<file path="config.mk">
export PLATFORM = sky130hd
export DESIGN_NAME = btb_way_ram
export DESIGN_NICKNAME = d
export VERILOG_FILES = /design/src/btb_pkg.sv /design/src/btb_way_ram.sv
export SDC_FILE = /design/constraint.sdc
export NUM_CORES = 2
export LEC_CHECK = 0
export BUFFER_PORTS_ARGS = -buffer_cell sky130_fd_sc_hd__buf_4
export CORE_MARGIN = 2
export CORE_UTILIZATION = 45
export CTS_CLUSTER_DIAMETER = 30
export DETAILED_ROUTE_END_ITERATION = 12
export PLACE_DENSITY = 0.62
export SLEW_MARGIN = 20
export SYNTH_ARGS = -nofsm -noshare
export SYNTH_HDL_FRONTEND = slang
export SYNTH_SLANG_ARGS = --single-unit
</file>
<file path="constraint.sdc">
create_clock -name clk -period 2.5 [get_ports clk]
set_input_delay 0.5 -clock clk [delete_from_list [all_inputs] [get_ports clk]]
set_output_delay 0.5 -clock clk [all_outputs]
set_load 0.05 [all_outputs]
</file>
<file path="src/btb_pkg.sv">
//----------------------------------------------------------------------
// widths and record types shared by every block of the branch target
// buffer, referenced by scoped name
//----------------------------------------------------------------------
package btb_pkg;

	localparam int PC_W        = 32;	// pc and target width
	localparam int OFS_W       = 2;	// word offset bits, never looked at
	localparam int TAG_W       = 20;	// partial tag from pc[31:12]
	localparam int MAX_INDEX_W = 10;	// index must stay below the tag
	localparam int WAYS        = 4;	// fixed by the 3-bit tree plru
	localparam int WAY_W       = 2;	// way number width

	// one stored way entry, 53 bits
	typedef struct packed {
		logic             valid;	// entry holds a branch
		logic [TAG_W-1:0] tag;	// partial tag
		logic [PC_W-1:0]  target;	// predicted target
	} btb_entry_t;

	typedef struct packed {
		logic [PC_W-1:0] pc;	// fetch pc
	} btb_lkp_t;

	typedef struct packed {
		logic [PC_W-1:0] pc;	// resolved branch pc
		logic [PC_W-1:0] target;	// resolved target
	} btb_upd_t;

	// request in flight between the req and match stages
	typedef struct packed {
		logic            upd;	// 1 update, 0 lookup
		logic [PC_W-1:0] pc;
		logic [PC_W-1:0] target;	// zero for lookups
	} btb_slot_t;

	typedef struct packed {
		logic            hit;
		logic [PC_W-1:0] target;	// zero on a miss
		logic [PC_W-1:0] pc;	// echo of the looked-up pc
	} btb_rsp_t;

	typedef struct packed {
		logic             en;	// commit this cycle
		logic [WAY_W-1:0] way;	// way being written
		btb_entry_t       entry;
	} btb_wr_t;

endpackage

</file>
<file path="src/btb_way_ram.sv">
//----------------------------------------------------------------------
// one way of the buffer, registered write-first read aligned with the
// slot, one instance per way
//----------------------------------------------------------------------
module btb_way_ram #(
	parameter int INDEX_W = 6
) (
	input  logic                        clk,
	input  logic                        arst_n,
	input  logic [INDEX_W-1:0]          rd_index,
	input  btb_pkg::btb_wr_t            wr,
	input  logic [btb_pkg::WAY_W-1:0]   way_id,	// this instance's way
	input  logic [INDEX_W-1:0]          wr_index,
	output btb_pkg::btb_entry_t         rd_entry
);

	localparam int SETS = 2 ** INDEX_W;

	logic [btb_pkg::TAG_W-1:0] tag_mem [SETS];
	logic [btb_pkg::PC_W-1:0]  tgt_mem [SETS];
	logic [SETS-1:0]           valid_q;	// per set valid bit
	logic                      we;

	assign we = wr.en && (wr.way == way_id);	// way decode

	always_ff @(posedge clk) begin
		if (we) begin
			tag_mem[wr_index] <= wr.entry.tag;
			tgt_mem[wr_index] <= wr.entry.target;
		end
	end

	always_ff @(posedge clk or negedge arst_n) begin
		if (!arst_n) begin
			valid_q <= '0;	// empty buffer
		end else if (we) begin
			valid_q[wr_index] <= wr.entry.valid;
		end
	end

	always_ff @(posedge clk) begin
		if (we && (wr_index == rd_index)) begin
			rd_entry <= wr.entry;	// forward same-edge write
		end else begin
			rd_entry.valid  <= valid_q[rd_index];
			rd_entry.tag    <= tag_mem[rd_index];
			rd_entry.target <= tgt_mem[rd_index];
		end
	end

endmodule

</file>
==> results.md <==
- Top post-synthesis cells by area: edfxtp_1 77%, mux4_2 17%, dfrtp_1 1.2%, a22oi_1 0.63%, mux2_2 0.57%
- Path depth of the worst reg2reg path: 6
- P_leak: 56.5 nW
- Final Total Pwr: 0.154 W
- CTS max path bufs: 4
- Mapped Area: 129000 um^2
- Failing checks: setup timing
- Worst-Margin Slew: 896 ps
- Psw: 0.0343 W
- Clk_lat worst skew: 970 ps
- Crit-path max cell delay: 520 ps
- Flop-to-flop setup slack: 370 ps
- Most common cell after layout, fill and taps aside: edfxtp_1
- CP max-delay cell: mux4_2
- H-Tree Depth: 6
- Clock Skew: 18.1 ps
- Max-slew violation count: 0
- RePlAce Congestion: 0.820
- Cell breakdown of the critical path: buf_12, buf_12, buf_12, buf_4, mux4_2, mux4_2, a22oi_2, nand2_2, buf_8, buf_8
- Worst slew margin: 0.403
- Antenna viol nets, final: 0
- CP most frequent cell: buf_12
- DRC viols: 0
- PwrDens: 906 nW/um^2
- I/O Buffers: 124
- Number of synthesized register bits: 3399
- Inserted Clock Buffers: 608
- Post-synthesis sequential area ratio: 0.788
- Gr ovfl total: 0
- CTS tree: built
- Vias/cell: 6.06
- CP Launch Type: register
- WP data required: 2000 ps
- Syn Area/Cell: 24.5 um^2
- Max-cap violation count: 0
- Final count of negative-setup-slack endpoints: 52
- Reg-to-Reg End: rd_entry[52]$_DFF_P_
- Sw frac: 0.222
- Full die area: 291000 um^2
- Clock Pin Slew Worst Setup and Hold Paths: 50 ps
- Nets: 6813
- Final Core Density: 0.597
- Fin Hold WS: 53.0 ps
- Int Pwr: 0.120 W
- Cell Area, Placed: 145000 um^2
- Hold Crit Depth: 1
- Vias in the first global route: 67900
- Hold Vio Cnt, Final: 0
- Rows: 196
- Starting Density: 0.453
- CP Buf/Inv Count: 6
- Asr flop ratio synth: 0.0188
- CP max FO: 13
- TritonRoute pass-1 iters: 6
- Most frequent cells in the layout: 3328 x edfxtp_1, 969 x mux4_2, 621 x clkbuf_16
- Critical path arrival: 3630 ps
- RSZ-0062 raised after global routing: yes
- Post-DP HPWL: 229000 um
- Fmax: 0.242 GHz
- Root buf cell: clkbuf_16
- Setup CP Type: reg2out
- Clk sinks: 3399
- Crit. End Element: output pin
- Post-route minimum period: 4130 ps
- Routed vias: 66700
- IR drop worst, VDD: 701 uV
- Comb pwr share: 0.049
- Die Width: 540 um
- First-pass GRT wire length: 519000 um
- Seq pwr share: 0.408
- Reg2reg start: valid_q[6]$_DFFE_PN0P_
- All-layer global routing usage: 0.253
- Critical path depth in cells: 10
- Cell variety after synth: 45
- Hold crit path type: in2reg
- Family with the most delay on the worst path: multiplexers
- Die Y: 540 um
- Period utilization: 1.65
- Fraction of layout cells with a size suffix above 1: 0.465
- End point of the critical path: rd_entry[48]
- Yosys warns: 0
- Final setup margin: -1630 ps
- Largest area contributor in the netlist: edfxtp_1
- Status: finished with violations
- Top-level port count: 125
- EDFF count, synth: 3328
- DRT iter0 DRCs: 8716
- Cells after Synth: 5272
- Area Growth Syn to Fin: 31.9%
- Most used DFF post-synth: edfxtp_1
- Post-synth top area share: 0.774
- Fin area: 170000 um^2
- Clk pwr share: 0.543
- Initial antenna violation count: 14
- Core Box Area: 285000 um^2
- Largest net degree at the start of global routing: 66
- Drt wl/cell: 33.9 um
- Final WL: 374000 um
- Syn nets: 5344
[flip-flops by register name, indices dropped and copies added, names as in the netlist, named ones only]
register / cells
tgt_mem: 2048
valid_q: 64
rd_entry: 1
tag_mem: 1280
[synth_stat cells, drive strengths merged (2+ instances only)]
cell	count
edfxtp	3328
mux4	969
clkbuf	149
buf	139
a22oi	109
nor2	106
mux2	72
mux2i	65
dfrtp	64
nand3	42
o21ai	36
a21oi	35
o221ai	28
o22ai	28
nand2	27
nor2b	11
a221oi	10
nand3b	8
dfxtp	7
a221o	5
and2	4
xnor2	4
xor2	4
nand4	3
a211oi	2
a31oi	2
nand2b	2
[logic make-up after synthesis]
| kind of cell | after synthesis | share of synthesized area |
|---|---|---|
| multiplexers | 1106 | 0.180 |
| AND/OR/NAND/NOR | 211 | 0.00739 |
| XOR/XNOR | 8 | 0.000543 |
| flip-flops | 3399 | 0.788 |
| AO/OA/AOI/OAI | 259 | 0.0139 |
| buffers and inverters | 289 | 0.0100 |
[power groups by stage]
stage / logic, W / clock network, W / registers [W]
finish: 0.00748 / 0.0838 / 0.0630
global route: 0.00783 / 0.0873 / 0.0629
CTS: 0.00727 / 0.0845 / 0.0630
detailed placement: 0.00664 / 0 / 0.0640
global placement: 0.00656 / 0 / 0.0640
floorplan: 0.00349 / 0 / 0.0640
[stage by stage]
step	setup WS, ps	TNS [ps]	std cells
CTS	-1710	-84560	10900
global placement	-1060	-41650	9724
floorplan	-578	-1206610	5272
global route	-1700	-83910	11000
detailed placement	-1020	-48200	9724
finish	-1630	-80440	11000
[worst min path at each step]
stage                            start                   endpoint  slack (ps)
2_1_floorplan                   arst_n     valid_q[0]$_DFFE_PN0P_         200
3_3_place_gp   valid_q[22]$_DFFE_PN0P_    valid_q[22]$_DFFE_PN0P_         460
3_5_place_dp   valid_q[22]$_DFFE_PN0P_    valid_q[22]$_DFFE_PN0P_         470
4_1_cts                         wr[39]   tag_mem[16][7]$_DFFE_PP_           2
5_1_grt                         wr[13]  tgt_mem[52][13]$_DFFE_PP_          60
6_report                        wr[39]   tag_mem[16][7]$_DFFE_PP_          50
[repair_timing]
item                                   4_1_cts  5_1_grt
endpoints found under the hold margin     1405        0
buffers inserted                            47       62
setup endpoints to repair                   52       52
pin swaps                                   27       26
hold buffers                                45        0
gates cloned                                12       11
gates resized for setup                    274       98
[routing by layer]
metal  vias up  GRT usage  part of all wire
met2      3760      0.409              0.49
met4         0     0.0707             0.027
met5         -          0                 0
met3       607     0.0503             0.090
li1      26200          -                 -
met1     36200      0.353              0.39
[cell type report]
cell class | count | area (um^2)
repair buffers | 1147 | 15000
inverters | 1 | 3.75
flip-flops and latches | 3399 | 102000
clock buffers | 667 | 15500
well taps | 3762 | 4710
fillers | 19500 | 115000
diodes | 4 | 10.0
clock inverters | 454 | 5710
multi-input cells | 1584 | 27600
Power figures use the tool's default switching activity.
