<file path="src/btb_pkg.sv">
//----------------------------------------------------------------------
// widths and record types shared by every block of the branch target
// buffer, referenced by scoped name
//----------------------------------------------------------------------
package btb_pkg;

	localparam int PC_W        = 32;	// pc and target width
	localparam int OFS_W       = 2;	// word offset bits, never looked at
	localparam int TAG_W       = 20;	// partial tag from pc[31:12]
	localparam int MAX_INDEX_W = 10;	// index must stay below the tag
	localparam int WAYS        = 4;	// fixed by the 3-bit tree plru
	localparam int WAY_W       = 2;	// way number width

	// one stored way entry, 53 bits
	typedef struct packed {
		logic             valid;	// entry holds a branch
		logic [TAG_W-1:0] tag;	// partial tag
		logic [PC_W-1:0]  target;	// predicted target
	} btb_entry_t;

	typedef struct packed {
		logic [PC_W-1:0] pc;	// fetch pc
	} btb_lkp_t;

	typedef struct packed {
		logic [PC_W-1:0] pc;	// resolved branch pc
		logic [PC_W-1:0] target;	// resolved target
	} btb_upd_t;

	// request in flight between the req and match stages
	typedef struct packed {
		logic            upd;	// 1 update, 0 lookup
		logic [PC_W-1:0] pc;
		logic [PC_W-1:0] target;	// zero for lookups
	} btb_slot_t;

	typedef struct packed {
		logic            hit;
		logic [PC_W-1:0] target;	// zero on a miss
		logic [PC_W-1:0] pc;	// echo of the looked-up pc
	} btb_rsp_t;

	typedef struct packed {
		logic             en;	// commit this cycle
		logic [WAY_W-1:0] way;	// way being written
		btb_entry_t       entry;
	} btb_wr_t;

endpackage

</file>
<file path="src/btb_plru.sv">
//----------------------------------------------------------------------
// per-set 3-bit tree pseudo-lru, gives the victim for the slot's set
// and moves only on update commits
//----------------------------------------------------------------------
module btb_plru #(
	parameter int INDEX_W = 6
) (
	input  logic                      clk,
	input  logic                      arst_n,
	input  logic [INDEX_W-1:0]        index,	// slot's set
	input  btb_pkg::btb_wr_t          wr,
	output logic [btb_pkg::WAY_W-1:0] victim
);

	localparam int SETS = 2 ** INDEX_W;

	logic [2:0] plru_q [SETS];	// bit0 pair, bit1 pair 0, bit2 pair 1
	logic [2:0] cur;
	logic [2:0] nxt;

	assign cur = plru_q[index];

	// walk the tree toward the older side
	always_comb begin
		if (cur[0]) begin
			victim = cur[2] ? 2'd3 : 2'd2;	// pair 1
		end else begin
			victim = cur[1] ? 2'd1 : 2'd0;	// pair 0
		end
	end

	//------------------------------------------------------------------
	// point the tree away from the way just written
	//------------------------------------------------------------------
	always_comb begin
		nxt = cur;
		case (wr.way)
			2'd0: begin
				nxt[1] = 1'b1;	// way 1 next in pair 0
				nxt[0] = 1'b1;	// then pair 1
			end
			2'd1: begin
				nxt[1] = 1'b0;
				nxt[0] = 1'b1;
			end
			2'd2: begin
				nxt[2] = 1'b1;	// way 3 next in pair 1
				nxt[0] = 1'b0;	// then pair 0
			end
			default: begin
				nxt[2] = 1'b0;
				nxt[0] = 1'b0;
			end
		endcase
	end

	always_ff @(posedge clk or negedge arst_n) begin
		if (!arst_n) begin
			for (int s = 0; s < SETS; s++) begin
				plru_q[s] <= 3'b000;	// fill order 0 2 1 3
			end
		end else if (wr.en) begin
			plru_q[index] <= nxt;
		end
	end

	// index comes from the slot, so a committing update needs a clean victim
	a_victim_known: assert property (@(posedge clk) disable iff (!arst_n)
		wr.en |-> !$isunknown(victim));

endmodule

</file>
<file path="config.mk">
export PLATFORM = sky130hd
export DESIGN_NAME = btb_plru
export DESIGN_NICKNAME = d
export VERILOG_FILES = /design/src/btb_pkg.sv /design/src/btb_plru.sv
export SDC_FILE = /design/constraint.sdc
export NUM_CORES = 1
export LEC_CHECK = 0
export BUFFER_PORTS_ARGS = -buffer_cell sky130_fd_sc_hd__buf_2
export CAP_MARGIN = 5
export CORE_MARGIN = 3
export CORE_UTILIZATION = 59
export DETAILED_ROUTE_END_ITERATION = 8
export GPL_ROUTABILITY_DRIVEN = 0
export PLACE_DENSITY = 0.89
export SYNTH_ARGS = -nofsm -noshare
export SYNTH_HDL_FRONTEND = slang
export SYNTH_SLANG_ARGS = --single-unit
</file>
<file path="constraint.sdc">
create_clock -name clk -period 3.92 [get_ports clk]
set_input_delay 0.392 -clock clk [delete_from_list [all_inputs] [get_ports clk]]
set_output_delay 0.392 -clock clk [all_outputs]
set_load 0.02 [all_outputs]
</file>
==> results.json <==
{
  "status": "completed",
  "reg2reg_depth": 7,
  "final.setup.tns_ns": 0,
  "p_comb_share_pct": 13.0,
  "ir_worst_vdd_mv": 0.598,
  "antenna_cells": 0,
  "finalCriticalPeriod_ns": 3.50,
  "critical_path.top_delay_family": "buffers and inverters",
  "cts_tree": "built",
  "slowest_delay_ns": 0.48,
  "syn_area_per_cell_um2": 9.61,
  "dieArea_um2": 16500,
  "cts_buffers": 17,
  "hold_viol_final": 0,
  "startpoint_type": "input port",
  "async_flop_share_pct": 100,
  "path_cells": "buf_2, buf_4, mux4_2, mux2i_1, o22ai_1, a211oi_1, nand4_1, mux2i_1, buf_2",
  "cts_buffer_depth": 2,
  "ant_nets": 0,
  "grt_pass1_vias": 7106,
  "largest_register_ffs": 192,
  "holdBufCountCts": 0,
  "finalCritPeriodShare_pct": 89.3,
  "finalWirelength_mm": 23.2,
  "cts.sinks": 192,
  "top_register": "plru_q",
  "drt_iter0_markers": 730,
  "arrival_ns": 3.11,
  "path_clk_slew_ns": 0.06,
  "synth-seq-cells": 192,
  "fillCellCount": 1062,
  "io_pins": 66,
  "rr_startpoint": "plru_q[118]",
  "dp_hpwl_mm": 15.0,
  "p_seq_share_pct": 48.8,
  "drive_gt1_share_pct": 12.4,
  "reg2reg_slack_ns": 1.30,
  "leakage_nw": 4.37,
  "antenna_found_initial": 0,
  "post-cts-setup-buffers": 0,
  "p_per_area_nw_per_um2": 495,
  "grt_first_pass_wirelength_mm": 37.9,
  "reg2reg_to": "plru_q[190]",
  "htreeDepth": 4,
  "setup_ws_ns": 0.420,
  "slowest_stage": "buf_2",
  "setup_viol": 0,
  "clock_latency_ns": 0.44,
  "rsz0062_at_grt": "false",
  "hold_class": "in -> async",
  "start_util_pct": 60.6,
  "drt_pass1_iterations": 5,
  "avgRoutedWirePerCell_um": 20.3,
  "crit_cells": 9,
  "root_buffer": "clkbuf_16",
  "crit_fanout": 27,
  "critPathLaunch": "index[1]",
  "die_height_um": 129,
  "yosysWarnings": 0,
  "synth_edf_count": 0,
  "core-area_um2": 14600,
  "end_kind": "primary output",
  "area_delta_synth_final_pct": 11.4,
  "track_usage_pct": 29.7,
  "place_ws_ns": 0.574,
  "slew_viol_final": 0,
  "vias": 7221,
  "drc": 0,
  "overflow": 0,
  "synth_cells": 923,
  "layout.nets": 1006,
  "max_freq_mhz": 286,
  "required_ns": 3.53,
  "yosysSeqAreaShare_pct": 54.2,
  "synth_cell_types": 52,
  "syn_area_um2": 8870,
  "syn_nets": 987,
  "rows": 44,
  "net-switching-power_mw": 1.30,
  "port_buffers": 12,
  "reg.largest.list": "plru_q: 192 flops",
  "cp-endpoint": "victim[0]",
  "synth_ff_type": "dfrtp_1",
  "vias_per_cell": 6.34,
  "die-width_um": 129,
  "power.clock.fraction_pct": 38.1,
  "finClkSkew_ns": 0.0115,
  "grt_max_degree": 90,
  "path_buf_inv": 3,
  "p_int_mw": 3.60,
  "slew_headroom_pct": 48.8,
  "worst_pin_slew_ns": 0.768,
  "cap_violations": 0,
  "critPathKind": "in -> out",
  "cts_resized": 0,
  "sw_frac_of_total_pct": 26.5
}
## worst min-delay path by stage
stage | startpoint | endpoint | slack, ns | cells after the start
after CTS | arst_n | plru_q[76] | 0.03 | 1
after global placement | plru_q[61] | plru_q[61] | 0.45 | 2
after global routing | arst_n | plru_q[100] | 0.06 | 1
after detailed placement | plru_q[132] | plru_q[132] | 0.46 | 2
final | arst_n | plru_q[100] | 0.009 | 1
after floorplan | arst_n | plru_q[0] | 0.1 | 0
## synth_stat cells (6+ instances only)
library cell    n  share of area [%]
nand2_1       273                 12
dfrtp_1       192                 54
o21ai_0       138                7.8
o21ai_1        60                3.4
clkbuf_1       24                1.0
mux2i_1        23                2.6
a221oi_1       17                1.7
mux4_2         14                3.6
nor2_1         13               0.55
a21oi_1        12               0.68
buf_2          12               0.68
o22ai_1        11               0.78
nand3_1        10               0.56
and3_1          9               0.63
a22oi_1         8               0.68
buf_6           8                1.0
mux2_2          8                1.0
nor2b_1         8               0.56
a22o_1          7               0.69
nand3b_1        7               0.59
or3b_2          7               0.69
nor3b_1         6               0.51
## power groups by stage
stage	sequential [mW]	clock [mW]	combinational, mW
global route	2.41	1.98	0.711
floorplan	2.37	0	0.436
CTS	2.38	1.88	0.635
detailed placement	2.42	0	0.629
global placement	2.40	0	0.598
finish	2.39	1.87	0.638
## layer usage
metal  global-route usage (%)  share of wire (%)
met1                     40.4                 40
met2                     45.4                 46
met3                     8.47                 10
met4                     12.0                3.4
met5                        0                  0
## stage by stage
stage / total power, mW / cell area [um^2] / util (%) / cells / hold WS (ns)
global placement: 3.00 / 9250 / 63.1 / 1107 / 0.455
detailed placement: 3.04 / 9250 / 63.1 / 1107 / 0.465
CTS: 4.90 / 9880 / 67.5 / 1139 / 0.0283
floorplan: 2.81 / 8870 / - / 923 / 0.0964
finish: 4.89 / 9880 / 67.5 / 1139 / 0.00943
global route: 5.10 / 9880 / 67.5 / 1139 / 0.0576
## cells in the final DEF, fill, tap and decap left out, drive strengths merged, types with 2 or more instances in the layout
master	synthesis	layout
a21boi	2	2
a21oi	12	12
a221oi	17	17
a22o	7	7
a22oi	8	8
a32o	2	2
and2	3	3
and3	9	9
buf	28	51
bufinv	0	4
clkbuf	24	21
clkinv	1	2
clkinvlp	0	5
dfrtp	192	192
inv	3	5
mux2	8	8
mux2i	23	23
mux4	14	14
nand2	273	273
nand2b	5	5
nand3	10	10
nand3b	7	7
nor2	13	13
nor2b	8	8
nor3	5	5
nor3b	6	6
o2111ai	2	2
o211ai	2	2
o21ai	198	198
o22a	2	2
o22ai	11	11
o31ai	3	3
o41ai	3	3
or2	2	2
or3b	7	7
## cells by family (layout without fill, tap and decap cells)
logic type             Yosys count  in the layout  synth area share, %
AOI/OAI and AO/OA              277            277                 18.2
buffers and inverters           56             88                 3.39
DFF                            192            192                 54.2
muxes                           45             45                 7.17
and+or+nand+nor                353            353                 17.1
## area by class of cell
type                    instances  area [um^2]  area share (%)
flip-flops and latches        192         4800            48.6
clock inverters                12          180            1.82
well taps                     184          230            2.33
clock buffers                  20          457            4.62
inverters                       4         15.0           0.152
multi-input cells             675         3780            38.2
repair buffers                 52          419            4.24
Note: power is estimated with default switching activity, not from simulation.
