### config.mk
export PLATFORM = sky130hd
export DESIGN_NAME = btb_tag_match
export DESIGN_NICKNAME = d
export VERILOG_FILES = /design/src/btb_pkg.sv /design/src/btb_tag_match.sv
export SDC_FILE = /design/constraint.sdc
export NUM_CORES = 1
export LEC_CHECK = 0
export BUFFER_PORTS_ARGS = -buffer_cell sky130_fd_sc_hd__buf_2
export CAP_MARGIN = 10
export CORE_AREA = 2 2 160 162
export DETAILED_ROUTE_END_ITERATION = 6
export DIE_AREA = 0 0 162 164
export GPL_TIMING_DRIVEN = 0
export PLACE_DENSITY = 0.55
export SETUP_SLACK_MARGIN = 0.15
export SYNTH_ARGS = -nofsm -noshare
export SYNTH_HDL_FRONTEND = slang
export SYNTH_SLANG_ARGS = --single-unit
### constraint.sdc
create_clock -name clk -period 10 [get_ports clk]
set_clock_uncertainty 0.05 [all_clocks]
set_input_delay 1 -clock clk [delete_from_list [all_inputs] [get_ports clk]]
set_output_delay 1 -clock clk [all_outputs]
set_load 0.005 [all_outputs]
### src/btb_pkg.sv
//----------------------------------------------------------------------
// widths and record types shared by every block of the branch target
// buffer, referenced by scoped name
//----------------------------------------------------------------------
package btb_pkg;

	localparam int PC_W        = 32;	// pc and target width
	localparam int OFS_W       = 2;	// word offset bits, never looked at
	localparam int TAG_W       = 20;	// partial tag from pc[31:12]
	localparam int MAX_INDEX_W = 10;	// index must stay below the tag
	localparam int WAYS        = 4;	// fixed by the 3-bit tree plru
	localparam int WAY_W       = 2;	// way number width

	// one stored way entry, 53 bits
	typedef struct packed {
		logic             valid;	// entry holds a branch
		logic [TAG_W-1:0] tag;	// partial tag
		logic [PC_W-1:0]  target;	// predicted target
	} btb_entry_t;

	typedef struct packed {
		logic [PC_W-1:0] pc;	// fetch pc
	} btb_lkp_t;

	typedef struct packed {
		logic [PC_W-1:0] pc;	// resolved branch pc
		logic [PC_W-1:0] target;	// resolved target
	} btb_upd_t;

	// request in flight between the req and match stages
	typedef struct packed {
		logic            upd;	// 1 update, 0 lookup
		logic [PC_W-1:0] pc;
		logic [PC_W-1:0] target;	// zero for lookups
	} btb_slot_t;

	typedef struct packed {
		logic            hit;
		logic [PC_W-1:0] target;	// zero on a miss
		logic [PC_W-1:0] pc;	// echo of the looked-up pc
	} btb_rsp_t;

	typedef struct packed {
		logic             en;	// commit this cycle
		logic [WAY_W-1:0] way;	// way being written
		btb_entry_t       entry;
	} btb_wr_t;

endpackage

### src/btb_tag_match.sv
//----------------------------------------------------------------------
// match stage: tag compare over the four ways, lookup responses with
// back-pressure, and the commit of updates
//----------------------------------------------------------------------
module btb_tag_match #(
	parameter int INDEX_W = 6
) (
	input  logic                      clk,
	input  logic                      arst_n,
	input  logic                      slot_valid,
	input  btb_pkg::btb_slot_t        slot,
	input  btb_pkg::btb_entry_t       rd_entry0,
	input  btb_pkg::btb_entry_t       rd_entry1,
	input  btb_pkg::btb_entry_t       rd_entry2,
	input  btb_pkg::btb_entry_t       rd_entry3,
	input  logic [btb_pkg::WAY_W-1:0] victim,
	output logic                      slot_take,
	output btb_pkg::btb_wr_t          wr,
	output logic [INDEX_W-1:0]        wr_index,
	output logic                      rsp_valid,
	input  logic                      rsp_ready,
	output btb_pkg::btb_rsp_t         rsp
);

	btb_pkg::btb_entry_t       entry [btb_pkg::WAYS];
	logic [btb_pkg::WAYS-1:0]  hit_vec;
	logic                      hit;
	logic [btb_pkg::WAY_W-1:0] hit_way;
	logic [btb_pkg::PC_W-1:0]  hit_target;	// zero on a miss
	logic [btb_pkg::TAG_W-1:0] slot_tag;
	logic                      rsp_free;	// response reg can load
	logic                      rsp_load;

	assign entry[0] = rd_entry0;
	assign entry[1] = rd_entry1;
	assign entry[2] = rd_entry2;
	assign entry[3] = rd_entry3;

	assign slot_tag = slot.pc[btb_pkg::PC_W-1 -: btb_pkg::TAG_W];
	assign wr_index = slot.pc[btb_pkg::OFS_W +: INDEX_W];

	always_comb begin
		hit_vec    = '0;
		hit_way    = '0;
		hit_target = '0;
		for (int w = 0; w < btb_pkg::WAYS; w++) begin
			hit_vec[w] = entry[w].valid && (entry[w].tag == slot_tag);
			if (hit_vec[w]) begin
				hit_way    = btb_pkg::WAY_W'(w);
				hit_target = entry[w].target;
			end
		end
	end
	assign hit = |hit_vec;

	//------------------------------------------------------------------
	// update commit, same tag rewrites its way, new tag takes the victim
	//------------------------------------------------------------------
	always_comb begin
		wr.en           = slot_valid && slot.upd;
		wr.way          = hit ? hit_way : victim;
		wr.entry.valid  = 1'b1;
		wr.entry.tag    = slot_tag;
		wr.entry.target = slot.target;
	end

	assign rsp_free  = !rsp_valid || rsp_ready;
	assign rsp_load  = slot_valid && !slot.upd && rsp_free;
	assign slot_take = slot_valid && (slot.upd || rsp_free);	// updates never wait

	always_ff @(posedge clk or negedge arst_n) begin
		if (!arst_n) begin
			rsp_valid <= 1'b0;
		end else if (rsp_free) begin
			rsp_valid <= rsp_load;
		end
	end

	always_ff @(posedge clk) begin
		if (rsp_load) begin
			rsp.hit    <= hit;
			rsp.target <= hit_target;
			rsp.pc     <= slot.pc;
		end
	end

	// commit path must never leave a tag twice in one set
	a_hit_onehot: assert property (@(posedge clk) disable iff (!arst_n)
		slot_valid |-> $onehot0(hit_vec));

	a_rsp_hold: assert property (@(posedge clk) disable iff (!arst_n)
		rsp_valid && !rsp_ready |=> rsp_valid && $stable(rsp));

endmodule

==> results.yml <==
status:
  status: "finished clean"
detailed_routing:
  final_antenna_net_count: 0
  vias: 5116
  wl_met1_microns: 9180
  drtPass1Iterations: 5
  wl_per_cell_microns: 18.2
  wl_met2_microns: 10700
  wl_met3_microns: 1560
  drt_iter0_drc: 298
  via_per_inst: 4.29
  wl_microns: 21700
  drc_errors: 0
  top_layer: "met4"
critical_path:
  startpoint_type: "input pin"
  cp_data_arrival_time_ns: 3.49
  timing.critical_path.buf_inv: 4
  crit_path_cell_trace: "buf_2 > xnor2_1 > nand4_1 > nor4_1 > and4_1 > clkbuf_1 > nor2_1 > buf_2 > nand2_1 > buf_2"
  critical_path_class: "in -> out"
  required_ns: 8.95
  crit_family: "simple AND/OR/NAND/NOR gates"
  critPathCaptureType: "output pin"
  slowest_delay_ns: 0.43
  cpMostUsedCell: "buf_2"
  crit_slowest_cell: "nor4_1"
  worstPathMaxFanout: 10
yosys:
  yosysMostFrequentCell: "edfxtp_1"
  ys_seq_area_share_pct: 41.7
  synth_edf_count: 65
  ys_warn_count: 0
  ys_types: 35
  synth_nets: 745
  yosysTopAreaCellShare_pct: 41.2
  synthFlopType: "edfxtp_1"
  synthCells: 462
  synth.cell_area_sq_um: 4740
  avgSynthCellArea_sq_um: 10.3
  netlist_top_cells_count: "edfxtp_1, buf_4, xor2_1"
  yosys.area.top_type: "edfxtp_1"
  async_flop_share_pct: 1.52
  ys_top_cells_by_area: "edfxtp_1, buf_4, xor2_1"
  ys_ff_latch: 66
layout:
  final_util_pct: 30.0
  area_growth_pct: 57.0
  nNetsFinal: 1140
  antenna_cells: 0
  fin_cells: 1192
  fillCellCount: 2728
  drive_gt1_share_pct: 55.7
clock_tree:
  postCtsSetupRepairBufs: 0
  cts-root-buf: "clkbuf_16"
  cts_buffer_depth: 2
  cts_resized: 0
  cts_made_buffers: 9
  insertion_delay_ns: 0.34
  cts_tree: "yes"
  ctsHoldBuffers: 0
  cts.sinks: 66
  clkTransAtPathRegs_ns: 0.06
  cts-htree-levels: 3
placed_design:
  hpwl_microns: 17700
  pre_cts_ws_ns: 5.43
  dpl.cell_count: 1176
  io_buffer_count: 378
  gp_congestion: 0.868
floorplan:
  start_util_pct: 19.1
  dieWidth_microns: 162
  ios: 412
  fp.coreArea_sq_um: 24800
  die_h_microns: 164
  fp.dieArea_sq_um: 26600
  rows: 58
global_route:
  first_global_vias: 4933
  grtUsageTotal_pct: 15.5
  grt_pass1_wl_microns: 29900
  antenna_found_initial: 0
  grt_start_max_net_pins: 14
  overflow: 0
power:
  powerDensity_nw_per_um2: 113
  p_leak_nw: 3.67
  peakVddDrop_mv: 0.0864
  fin_total_pwr_mw: 0.841
timing:
  slew_headroom_pct: 41.0
  max_freq_ghz: 0.220
  drv_slew: 0
  worst_pin_slew_ns: 0.881
  hold_viol: 0
  rsz0062_at_grt: "no"
  post-route-min-period_ns: 4.54
  finalSetupTns_ns: 0
  post-route-period-util_pct: 45.4
  finalWorstSetupSlack_ns: 5.46
  finalSetupViolCount: 0
flow_run:
  maxCapViolations: 0
hold_path:
  hold_path_class: "in -> async"
[layout make-up]
cell class,instances,area [sq um],area share [%]
tap,330,413,5.55
clock inverter,7,100,1.34
multi-input combinational,294,2140,28.8
buffer,85,566,7.60
sequential,66,1980,26.6
timing repair buffer,384,1960,26.3
clock buffer,9,225,3.03
inverter,17,63.8,0.857
[kinds of logic after synthesis]
kind of cell,share of synthesized area (%)
AO/OA/AOI/OAI,15.5
XOR/XNOR,14.8
buffers and inverters,13.3
flip-flops,41.7
multiplexers,3.38
other,0.0791
AND/OR/NAND/NOR,11.3
[worst reg2reg max path, cell delays in order (launching register included)]
cell,delay (ns)
dfrtp_1,0.38
nand2b_1,0.10
nor3b_2,0.73
buf_6,0.27
buf_6,0.20
buf_6,0.19
[final timing paths]
check / depth (start not counted) / slack, ns / end / from
min in group clk: 2 / 0.49 / rsp_valid$_DFFE_PN0P_ / rsp_valid$_DFFE_PN0P_
max in group asynchronous: 1 / 9.44 / rsp_valid$_DFFE_PN0P_ / arst_n
min reg2reg: 2 / 0.49 / rsp_valid$_DFFE_PN0P_ / rsp_valid$_DFFE_PN0P_
max: 10 / 5.46 / wr[54] / slot[50]
min: 1 / 0.37 / rsp_valid$_DFFE_PN0P_ / arst_n
max reg2reg: 5 / 7.79 / rsp[51]$_DFFE_PP_ / rsp_valid$_DFFE_PN0P_
[layout by cell type (no fill, tap or decap), types with 2 or more instances in the layout]
master	synthesis	final
buf_2	8	386
and2_1	3	3
mux2i_1	16	16
clkbuf_16	0	9
nor2_1	3	3
nor4_2	2	2
and4_1	2	2
a221oi_2	7	7
buf_6	2	8
o22a_1	15	15
nand3_1	20	20
nor3_1	19	19
buf_4	59	59
and3_1	2	2
clkinv_4	0	2
o21ai_0	35	35
edfxtp_1	65	65
nand4_1	8	8
nand2_1	20	20
a221oi_1	9	9
inv_6	0	2
bufinv_16	0	2
nor4_1	13	13
xnor2_1	34	34
a22oi_1	16	16
a21o_1	15	15
xor2_1	46	46
inv_1	17	17
clkbuf_1	16	16
[layer usage]
layer / up-vias / GRT usage [%]
li1: 2430 / -
met4: 0 / 3.74
met1: 2400 / 19.9
met2: 269 / 26.9
met5: - / 0
met3: 17 / 2.78
[power breakdown]
group	switching [mW]	internal (mW)	leakage [nW]
logic	0.0734	0.0859	2.85
registers	0.00198	0.313	0.653
clock network	0.145	0.221	0.160
[sequential cells by signal, summed over array words and instances (netlist names)]
name and flops:
rsp 65, rsp_valid 1
[through the flow]
| stage | hold slack [ns] | cell area, sq um |
|---|---|---|
| finish | 0.373 | 7440 |
| global route | 0.350 | 7440 |
| CTS | 0.348 | 7440 |
| detailed placement | 0.480 | 7120 |
| global placement | 0.472 | 7050 |
| floorplan | 0.462 | 4740 |
Power figures use the tool's default switching activity.
