$ cat config.mk
export PLATFORM = sky130hd
export DESIGN_NAME = btb_req_stage
export DESIGN_NICKNAME = d
export VERILOG_FILES = /design/src/btb_pkg.sv /design/src/btb_req_stage.sv
export SDC_FILE = /design/constraint.sdc
export NUM_CORES = 1
export LEC_CHECK = 0
export BUFFER_PORTS_ARGS = -buffer_cell sky130_fd_sc_hd__buf_2
export CORE_MARGIN = 3
export CORE_UTILIZATION = 45
export DETAILED_ROUTE_END_ITERATION = 8
export PLACE_DENSITY_LB_ADDON = 0.15
export SYNTH_ARGS = -nofsm -noshare
export SYNTH_HDL_FRONTEND = slang
export SYNTH_SLANG_ARGS = --single-unit
export TNS_END_PERCENT = 50
$ cat constraint.sdc
create_clock -name clk -period 7.65 [get_ports clk]
set_clock_uncertainty 0.05 [all_clocks]
set_input_delay 0.765 -clock clk [delete_from_list [all_inputs] [get_ports clk]]
set_output_delay 0.765 -clock clk [all_outputs]
set_load 0.02 [all_outputs]
$ cat src/btb_pkg.sv
//----------------------------------------------------------------------
// widths and record types shared by every block of the branch target
// buffer, referenced by scoped name
//----------------------------------------------------------------------
package btb_pkg;

	localparam int PC_W        = 32;	// pc and target width
	localparam int OFS_W       = 2;	// word offset bits, never looked at
	localparam int TAG_W       = 20;	// partial tag from pc[31:12]
	localparam int MAX_INDEX_W = 10;	// index must stay below the tag
	localparam int WAYS        = 4;	// fixed by the 3-bit tree plru
	localparam int WAY_W       = 2;	// way number width

	// one stored way entry, 53 bits
	typedef struct packed {
		logic             valid;	// entry holds a branch
		logic [TAG_W-1:0] tag;	// partial tag
		logic [PC_W-1:0]  target;	// predicted target
	} btb_entry_t;

	typedef struct packed {
		logic [PC_W-1:0] pc;	// fetch pc
	} btb_lkp_t;

	typedef struct packed {
		logic [PC_W-1:0] pc;	// resolved branch pc
		logic [PC_W-1:0] target;	// resolved target
	} btb_upd_t;

	// request in flight between the req and match stages
	typedef struct packed {
		logic            upd;	// 1 update, 0 lookup
		logic [PC_W-1:0] pc;
		logic [PC_W-1:0] target;	// zero for lookups
	} btb_slot_t;

	typedef struct packed {
		logic            hit;
		logic [PC_W-1:0] target;	// zero on a miss
		logic [PC_W-1:0] pc;	// echo of the looked-up pc
	} btb_rsp_t;

	typedef struct packed {
		logic             en;	// commit this cycle
		logic [WAY_W-1:0] way;	// way being written
		btb_entry_t       entry;
	} btb_wr_t;

endpackage

$ cat src/btb_req_stage.sv
//----------------------------------------------------------------------
// request stage: picks update over lookup, holds the slot in flight
// and addresses the way arrays with the index being accepted
//----------------------------------------------------------------------
module btb_req_stage #(
	parameter int INDEX_W = 6
) (
	input  logic               clk,
	input  logic               arst_n,
	input  logic               lkp_valid,
	output logic               lkp_ready,
	input  btb_pkg::btb_lkp_t  lkp,
	input  logic               upd_valid,
	output logic               upd_ready,
	input  btb_pkg::btb_upd_t  upd,
	input  logic               slot_take,	// slot leaves this cycle
	output logic               slot_valid,
	output btb_pkg::btb_slot_t slot,
	output logic [INDEX_W-1:0] rd_index
);

	logic               can_accept;	// slot empty or emptying
	logic               upd_fire;
	logic               lkp_fire;
	btb_pkg::btb_slot_t slot_d;	// next slot contents

	assign can_accept = !slot_valid || slot_take;
	assign upd_ready  = can_accept;
	assign lkp_ready  = can_accept && !upd_valid;	// updates win
	assign upd_fire   = upd_valid && upd_ready;
	assign lkp_fire   = lkp_valid && lkp_ready;

	always_comb begin
		slot_d = slot;	// hold by default
		if (upd_fire) begin
			slot_d.upd    = 1'b1;
			slot_d.pc     = upd.pc;
			slot_d.target = upd.target;
		end else if (lkp_fire) begin
			slot_d.upd    = 1'b0;
			slot_d.pc     = lkp.pc;
			slot_d.target = '0;	// unused on lookups
		end
	end

	// accepted index, or the held slot's own index when idle
	assign rd_index = slot_d.pc[btb_pkg::OFS_W +: INDEX_W];

	always_ff @(posedge clk or negedge arst_n) begin
		if (!arst_n) begin
			slot_valid <= 1'b0;
		end else if (can_accept) begin
			slot_valid <= upd_fire || lkp_fire;
		end
	end

	always_ff @(posedge clk) begin
		slot <= slot_d;	// payload only
	end

	// a stalled slot keeps its request until the match stage takes it
	a_slot_hold: assert property (@(posedge clk) disable iff (!arst_n)
		slot_valid && !slot_take |=> slot_valid && $stable(slot));

endmodule

==> impl_summary.md, run 1 <==
Status
The run finished with clean final reports.

Yosys
The dominant synthesized flop cell is edfxtp_1. The yosys synthesis warning count is 0. The mapped netlist covers 0.00274 sq mm. The cell count after synthesis came out at between 150 and 200.

The average size of a mapped cell is between 10 and 15 sq um. The number of nets in the synthesized netlist is around 290. For this run, the register share of the synthesized area comes to 0.697.

The distinct cell type count of the synthesized netlist is 21. The area share of the largest cell type after synthesis is 0.636. The share of flip-flops with an asynchronous set or reset is 0.0152. The largest total area in the synthesized netlist belongs to edfxtp_1.

In this run, synthesis inferred 58 flip-flops with an integrated enable. After synthesis, the cell types taking the most area are edfxtp_1, a22o_1, and3_1, dfxtp_1, a31oi_1. The number of synthesized register bits is 66.

Worst setup path
For the worst setup path, the data arrival time is 3050 ps. In this run the worst path has a maximum fanout of 48. STA classifies the critical path endpoint as a flip-flop. The minimum setup slack among reg-to-reg paths is 4730 ps.

The required time of the critical path is roughly 7600 ps. The worst setup path startpoint is upd_valid. The worst setup path is launched from a primary input. The worst setup path is of the primary input to flip-flop kind. The launch instance of the worst register-to-register path is slot_valid$_DFFE_PN0N_.

Pwr
The worst-case IR drop observed on VDD is 0.000144 V. The areal power density over the cells is between 200 and 250 mW/mm^2. The leakage power total is 1.85 nW.

Clocking
The H-tree was split into 3 levels. After clock tree synthesis, the flow added hold-fix buffers numbering 0. The CTS tree is done. The number of resized instances in the post-cts repair step is 0.

CTS placed an instance of clkbuf_8 at the clock tree root. After clock tree synthesis, the clock-pin slew on the worst setup and hold paths is about 60 ps. The TritonCTS buffer count is 9. The longest clock path from root to sink contains 2 buffers. Clock latency on the worst-skew pair, taken at its later pin, is 310 ps.

The sink count of the clock tree is 66. After clock tree synthesis, the setup repair step added 0 buffers.

GRT
Summed over all layers, the global routing overflow is 0. The total track usage is 0.186. The number of global-route vias before repair was 2,139. The number of antenna violations at the first check in global routing is 0. Entering global routing, the biggest net connects 49 pins. The first global-routing pass estimated 10,300 um of wire.

Finish
The number of inserted diodes is 0. Of the cells placed in the final design, the portion with a size suffix greater than 1 is 0.548. After filler insertion, the fill cell instance count of the layout stands at 462. Summing all multi-input logic gate instances after layout gives 688 sq um. The most common cell after layout, fill and taps aside is buf_2.

Leaving out fill and tap cells, the most frequent cells in the layout are buf_2, edfxtp_1, and3_1. The layout overhead on the synthesized area is 37.4%. The net count of the finished layout is 450. The final non-filler cell area is 0.00376 sq mm.

At the end of the flow the core is filled with cells to 0.658. The sequential cell area is around 0.0019 sq mm.

Timing
Setup repair after global routing left no endpoint under its margin. The maximum clock frequency is around 320 MHz. The tightest hold path in the finished design has a slack of 165 ps.

The final count of negative-setup-slack endpoints is 0. Headroom to the max-slew limit came out at 0.311. The routed design could run at a clock period as short as 3150 ps. For the pin with the worst max-slew slack, the measured transition is 1030 ps. In the finished design, the share of the clock period the worst path needs comes to 0.412. The count of endpoints failing hold in the final timing report came to 0. The final worst-path setup slack is roughly 4500 ps. The number of pins exceeding their max-slew limit in the final report is 0. Summed over all failing endpoints, the final setup total negative slack is 0 ps.

Detailed routing
The via count is 2,185. The detailed router's first-iteration violation count is 134. The first detailed-routing pass ran for 4 iterations. Wires add up to 6670 um.

The DRC violation count after routing is 0. The average wire per standard cell is 15.7 um. The post-detailed-route count of antenna-violating nets is 0.

The detail-routed via count per cell is 5.13.

Placed design
The port buffer count is 174. Detailed placement finished with a half-perimeter wire length of 4800 um. The area of placed instances is ~0.0036 sq mm.

The worst setup timing slack at the placement stage is 4140 ps. Routability-driven placement finished with a final weighted congestion of roughly 0.77.

Floorplan
The area of the core is around 0.0057 sq mm. The initialized floorplan defines 27 standard-cell rows. The die is 84.0 um wide. The die covers around 0.0071 sq mm. In this run the vertical extent of the chip is 84.0 um.

The number of primary I/O pins is 175. The initial utilization of the core area, before any placement, comes to 0.479.

Flow run
The tool flagged a number of max-cap violations equal to 0.

Hold path
The tightest min-delay check is of the primary input to asynchronous set/reset pin type.
[cell type report]
| cell class | instances | area share |
|---|---|---|
| clock buffers | 14 | 0.0459 |
| repair buffers | 175 | 0.234 |
| inverters | 2 | 0.00266 |
| flip-flops and latches | 66 | 0.507 |
| well taps | 72 | 0.0240 |
| clock inverters | 2 | 0.00333 |
| multi-input cells | 95 | 0.183 |
[where the power goes]
group / leakage, nW / internal, W / switching (W)
sequential: 0.647 / 0.000428 / 0.00000888
combinational: 1.11 / 0.0000612 / 0.0000987
clock: 0.0927 / 0.000144 / 0.000120
[per-stage QoR]
step           instances  total power, W
4_1_cts              426        0.000869
6_report             426        0.000860
3_3_place_gp         410        0.000604
5_1_grt              426        0.000901
3_5_place_dp         410        0.000605
2_1_floorplan        184        0.000546
[cells in the mapped netlist, types with 3 or more instances]
library cell  number
buf_4              8
and3_1            32
nor2b_1            6
edfxtp_1          58
buf_6              3
dfxtp_1            7
and3b_1            6
a31oi_1           12
clkbuf_1          10
o21ai_0            6
a22o_1            26
[worst paths after layout]
| kind | cells past startpoint | endpoint |
|---|---|---|
| max in group asynchronous | 1 | slot_valid$_DFFE_PN0N_ |
| min in group clk | 2 | slot[64]$_SDFFE_PP1N_ |
| worst max register to register | 4 | slot[51]$_DFFE_PP_ |
| worst min register to register | 2 | slot[64]$_SDFFE_PP1N_ |
| worst min-delay path | 1 | slot_valid$_DFFE_PN0N_ |
| worst max-delay path | 4 | slot[51]$_DFFE_PP_ |
[sequential cells by signal, indices dropped and copies added (netlist names)]
signal	count
slot	65
slot_valid	1
[critical path, cell delays in order]
cell and delay, ps:
buf_2 320, nor3b_4 930, or2_2 470, buf_4 530
[metal layers]
| layer | part of all wire | global-route usage |
|---|---|---|
| met1 | 0.39 | 0.229 |
| met2 | 0.50 | 0.309 |
| met4 | 0.020 | 0.0877 |
| met5 | 0 | 0 |
| met3 | 0.088 | 0.0444 |
[cell families (layout without fill, tap and decap cells)]
group / count (synthesis) / count (layout) / share of synthesized area
simple gates: 50 / 50 / 0.127
compound gates: 45 / 45 / 0.124
flops: 66 / 66 / 0.697
buf+inv: 23 / 193 / 0.0517
(Power assumes the default switching activity.)
==> run 2: changes to the inputs <==
--- a/config.mk
+++ b/config.mk
@@ -5,9 +5,10 @@
 export SDC_FILE = /design/constraint.sdc
 export NUM_CORES = 1
 export LEC_CHECK = 0
+export ABC_AREA = 1
 export BUFFER_PORTS_ARGS = -buffer_cell sky130_fd_sc_hd__buf_2
 export CORE_MARGIN = 3
-export CORE_UTILIZATION = 45
+export CORE_UTILIZATION = 39
 export DETAILED_ROUTE_END_ITERATION = 8
 export PLACE_DENSITY_LB_ADDON = 0.15
 export SYNTH_ARGS = -nofsm -noshare
==> constraint.sdc (replaced) <==
create_clock -name clk -period 2.63 [get_ports clk]
set_clock_uncertainty 0.05 [all_clocks]
set_input_delay 0.263 -clock clk [delete_from_list [all_inputs] [get_ports clk]]
set_output_delay 0.263 -clock clk [all_outputs]
set_load 0.02 [all_outputs]
==> run 2 against run 1 <==
Against the previous run: cell area up 3.5%; die area up 18%; synthesized cell count up 52%; largest cell class unchanged; via count up 7.5%; wire length up 0.90%; critical path type is now flip-flop to output pin.
==> impl_summary.md, run 2 <==
Status
The run finished with clean final reports.

Floorplan
The region available for standard cell placement spans just under 0.007 sq mm. The vertical die dimension is approximately 91 um. The overall die area is 0.00832 sq mm. From left edge to right edge, the die measures 91.2 um. The number of placement rows is 30. In this run the count of I/O pins placed on the die edge is 175.

For this configuration, the core starts out at a cell density of 0.410.

Finish
Leaving out fill and tap cells, the most frequent cell in the layout is buf_2. In the final layout, the share of cells above drive strength 1 is 0.437. Leaving out fill and tap cells, the most frequent cells in the layout are buf_2, nand2_1, edfxtp_1. The number of inserted diodes is 0. The net count of the finished layout is 555. The register bank with the most flops is slot. The register with the most flip-flops in the layout has 65 of them. The largest registers in the layout are slot x65, slot_valid x1. Relative to the synthesized area, the layout overhead comes to 37.3%. Once layout is complete, the utilization of the core stands at 0.563.

Yosys
The portion of synthesized area spent on multiplexers is 0. The number of nets in the synthesized netlist is 381. The dominant cell by count in the synthesized netlist is nand2_1. In the synthesized netlist, the cells that appear most often are nand2_1, edfxtp_1, inv_1. Of the synthesized area, sequential elements account for 0.673. The area share of the largest cell type after synthesis is 0.615.

Of the total synthesized cell area, the portion taken by XOR and XNOR cells is 0. The distinct cell type count of the synthesized netlist is 16. The fraction of the mapped netlist area in compound gates is 0. The synthesized design contains 66 register bits. The simple-gate area share of the yosys netlist is 0.212. The synthesized design contains 58 enable-type register cells. Counting every instance in the synthesized netlist gives 280. For this run, the number of Yosys warnings is 0. The share of flip-flops with an asynchronous set or reset is 0.0152.

The cell type contributing the most total cell area after synthesis is edfxtp_1. After synthesis, the mean cell area works out to 10.1 sq um. Yosys attributes the largest share of cell area to edfxtp_1, nand2_1, inv_1, dfxtp_1, nor2_1. Of the total synthesized cell area, the portion taken by full adders, half adders and majority gates is 0. The dominant synthesized flop cell is edfxtp_1. The summed instance area of the synthesized netlist is 0.00283 sq mm. After synthesis, the largest family of logic cells by area is simple AND/OR/NAND/NOR gates.

Worst setup path
The family with the most delay on the worst path is buffers and inverters. Together, buffers and inverters on the worst path number 3. The largest driver fanout on the critical path is 32. STA classifies the critical path startpoint as a flip-flop. The required time of the critical path is 2320 ps. The largest stage delay on the critical path is approximately 390 ps. STA puts the critical path data arrival time at ~1700 ps.

Walking the worst path, the cells encountered are nand2_2 -> nand2_4 -> inv_2 -> buf_4 -> nand2_1 -> nand2_1 -> buf_2. The slowest stage of the critical path is the dfrtp_1 cell. The most frequent cell on the critical path is nand2_1.

The worst setup path is of the flip-flop to output pin kind. The worst setup path is captured at an output pin.

GRT
The final global-route overflow total is 0. The total track usage is 0.160. The maximum number of pins on one net before global-route repair is 40. The first global-routing pass estimated approximately 11,000 um of wire. The met3 capacity usage during global routing is 0.0456. The number of antenna violations at the first check in global routing is 0. The global-route track usage on met1 is 0.189. The layer flagged by global routing as most heavily used is met2.

The number of global-route vias before repair came to roughly 2,200. The global-route track usage on met2 is 0.272.

Pwr
The areal power density over the cells is 655 mW/mm^2. Summed over all cells, the static leakage comes to 2.12 nW. The maximum vdd drop is approximately 0.00045 V.

Clocking
The TritonCTS buffer count is 9. Once the clock tree was built, the setup fixing pass inserted 0 buffers. The number of H-tree levels is 3. The maximum clock insertion buffer count is 2. Once the clock tree was built, the resizer swapped 0 gates to a different size. Clock latency on the worst-skew pair, taken at its later pin, is 320 ps. The number of hold buffers added after CTS was 1. The CTS tree is done.

The sink count of the clock tree is 66. The clock tree root driver cell is clkbuf_8. The clock slew at the register clock pins of the worst setup and hold paths is ~70 ps.

Detailed routing
The average wire per standard cell is 12.1 um. The first routing iteration left 77 violations. The via count is 2,349. Using the TritonRoute via totals, the vias-per-cell ratio works out to 4.24. The final layout contains routed wiring with a total length of 6730 um. After detailed routing, the number of remaining DRC violations is 0.

The post-detailed-route count of antenna-violating nets is 0. The length of the first detailed-routing pass in iterations is 4.

Hold path
The tightest min-delay check is of the primary input to flip-flop type.

Timing
At the pin with the least slew margin, the transition time is just under 400 ps. The number of pins exceeding their max-slew limit in the final report is 0. The headroom to the max-slew limit is 0.738.

The routed design could run at a clock period as short as 2020 ps. The setup TNS is 0 ps. The maximum clock frequency is 495 MHz. Setup repair after global routing left no endpoint under its margin. The final hold slack is 105 ps.

Setup violations remaining at the end of the flow were counted as 0. The count of endpoints failing hold in the final timing report came to 0. In the finished design, the share of the clock period the worst path needs comes to 0.769.

Flow run
Max-cap violations in this run came to 0.

Placed design
The port buffer count is 174. The congestion estimate from routability-driven global placement came to about 0.77. The HPWL after detailed placement is 5080 um.
==> run 2: cell types whose count changed after synthesis, moves of 6 or more <==
cell      previous run  this run
nor2_1               1        33
a31oi_1             12         0
nor2b_1              6         0
o21ai_0              6         0
nand3_1              0         6
a22o_1              26         0
inv_1                1        47
nand4_1              0         6
nand2_1              0       100
and3_1              32         0
clkbuf_1            10         0
and3b_1              6         0
==> run 2: kinds of logic after synthesis <==
logic type | after synthesis
and+or+nand+nor | 148
DFF | 66
buffers and inverters | 66
==> run 2: tightest hold or removal path: cells and delay by family <==
family                 cells  cell delay [ps]
buffers and inverters      1               80
AND/OR/NAND/NOR            2              110
==> run 2: area by class of cell <==
type                            instances  area (sq um)
Clock inverter                          6          35.0
Fill cell                             672          3020
Tap cell                               96           120
Multi-Input combinational cell        148           602
Clock buffer                            9           124
Inverter                               50           190
Sequential cell                        66          1910
Timing Repair Buffer                  179           911
==> run 2: final timing paths <==
| check | slack [ps] | end | depth (start not counted) | start |
|---|---|---|---|---|
| max | 610 | rd_index[2] | 7 | slot_valid$_DFFE_PN0N_ |
| min | 110 | slot[35]$_DFF_P_ | 3 | upd[35] |
| max reg2reg | 690 | slot[59]$_DFFE_PP_ | 6 | slot_valid$_DFFE_PN0N_ |
| min reg2reg | 400 | slot[64]$_SDFFE_PP1N_ | 2 | slot[64]$_SDFFE_PP1N_ |
| max in group asynchronous | 2250 | slot_valid$_DFFE_PN0N_ | 2 | arst_n |
| min in group asynchronous | 190 | slot_valid$_DFFE_PN0N_ | 2 | arst_n |
==> run 2: metrics by stage <==
stage / cells / total power (W) / area (sq um) / setup WS (ps)
after floorplan: 280 / 0.00168 / 2830 / 97.6
after global placement: 538 / 0.00188 / 3720 / 743
after detailed placement: 538 / 0.00189 / 3720 / 668
after CTS: 554 / 0.00258 / 3890 / 568
after global routing: 554 / 0.00268 / 3890 / 436
final: 554 / 0.00255 / 3890 / 609
==> run 2: where the power goes <==
| part | leakage, nW | internal (W) | switching [W] |
|---|---|---|---|
| clock | 0.0806 | 0.000329 | 0.000363 |
| sequential | 0.656 | 0.00127 | 0.0000308 |
| combinational | 1.38 | 0.000185 | 0.000366 |
==> run 2: metal layers <==
layer / wire [um] / up-vias
met5: 0 / -
met4: 95 / 0
met3: 567 / 8
met2: 3340 / 115
met1: 2730 / 1022
li1: - / 1204
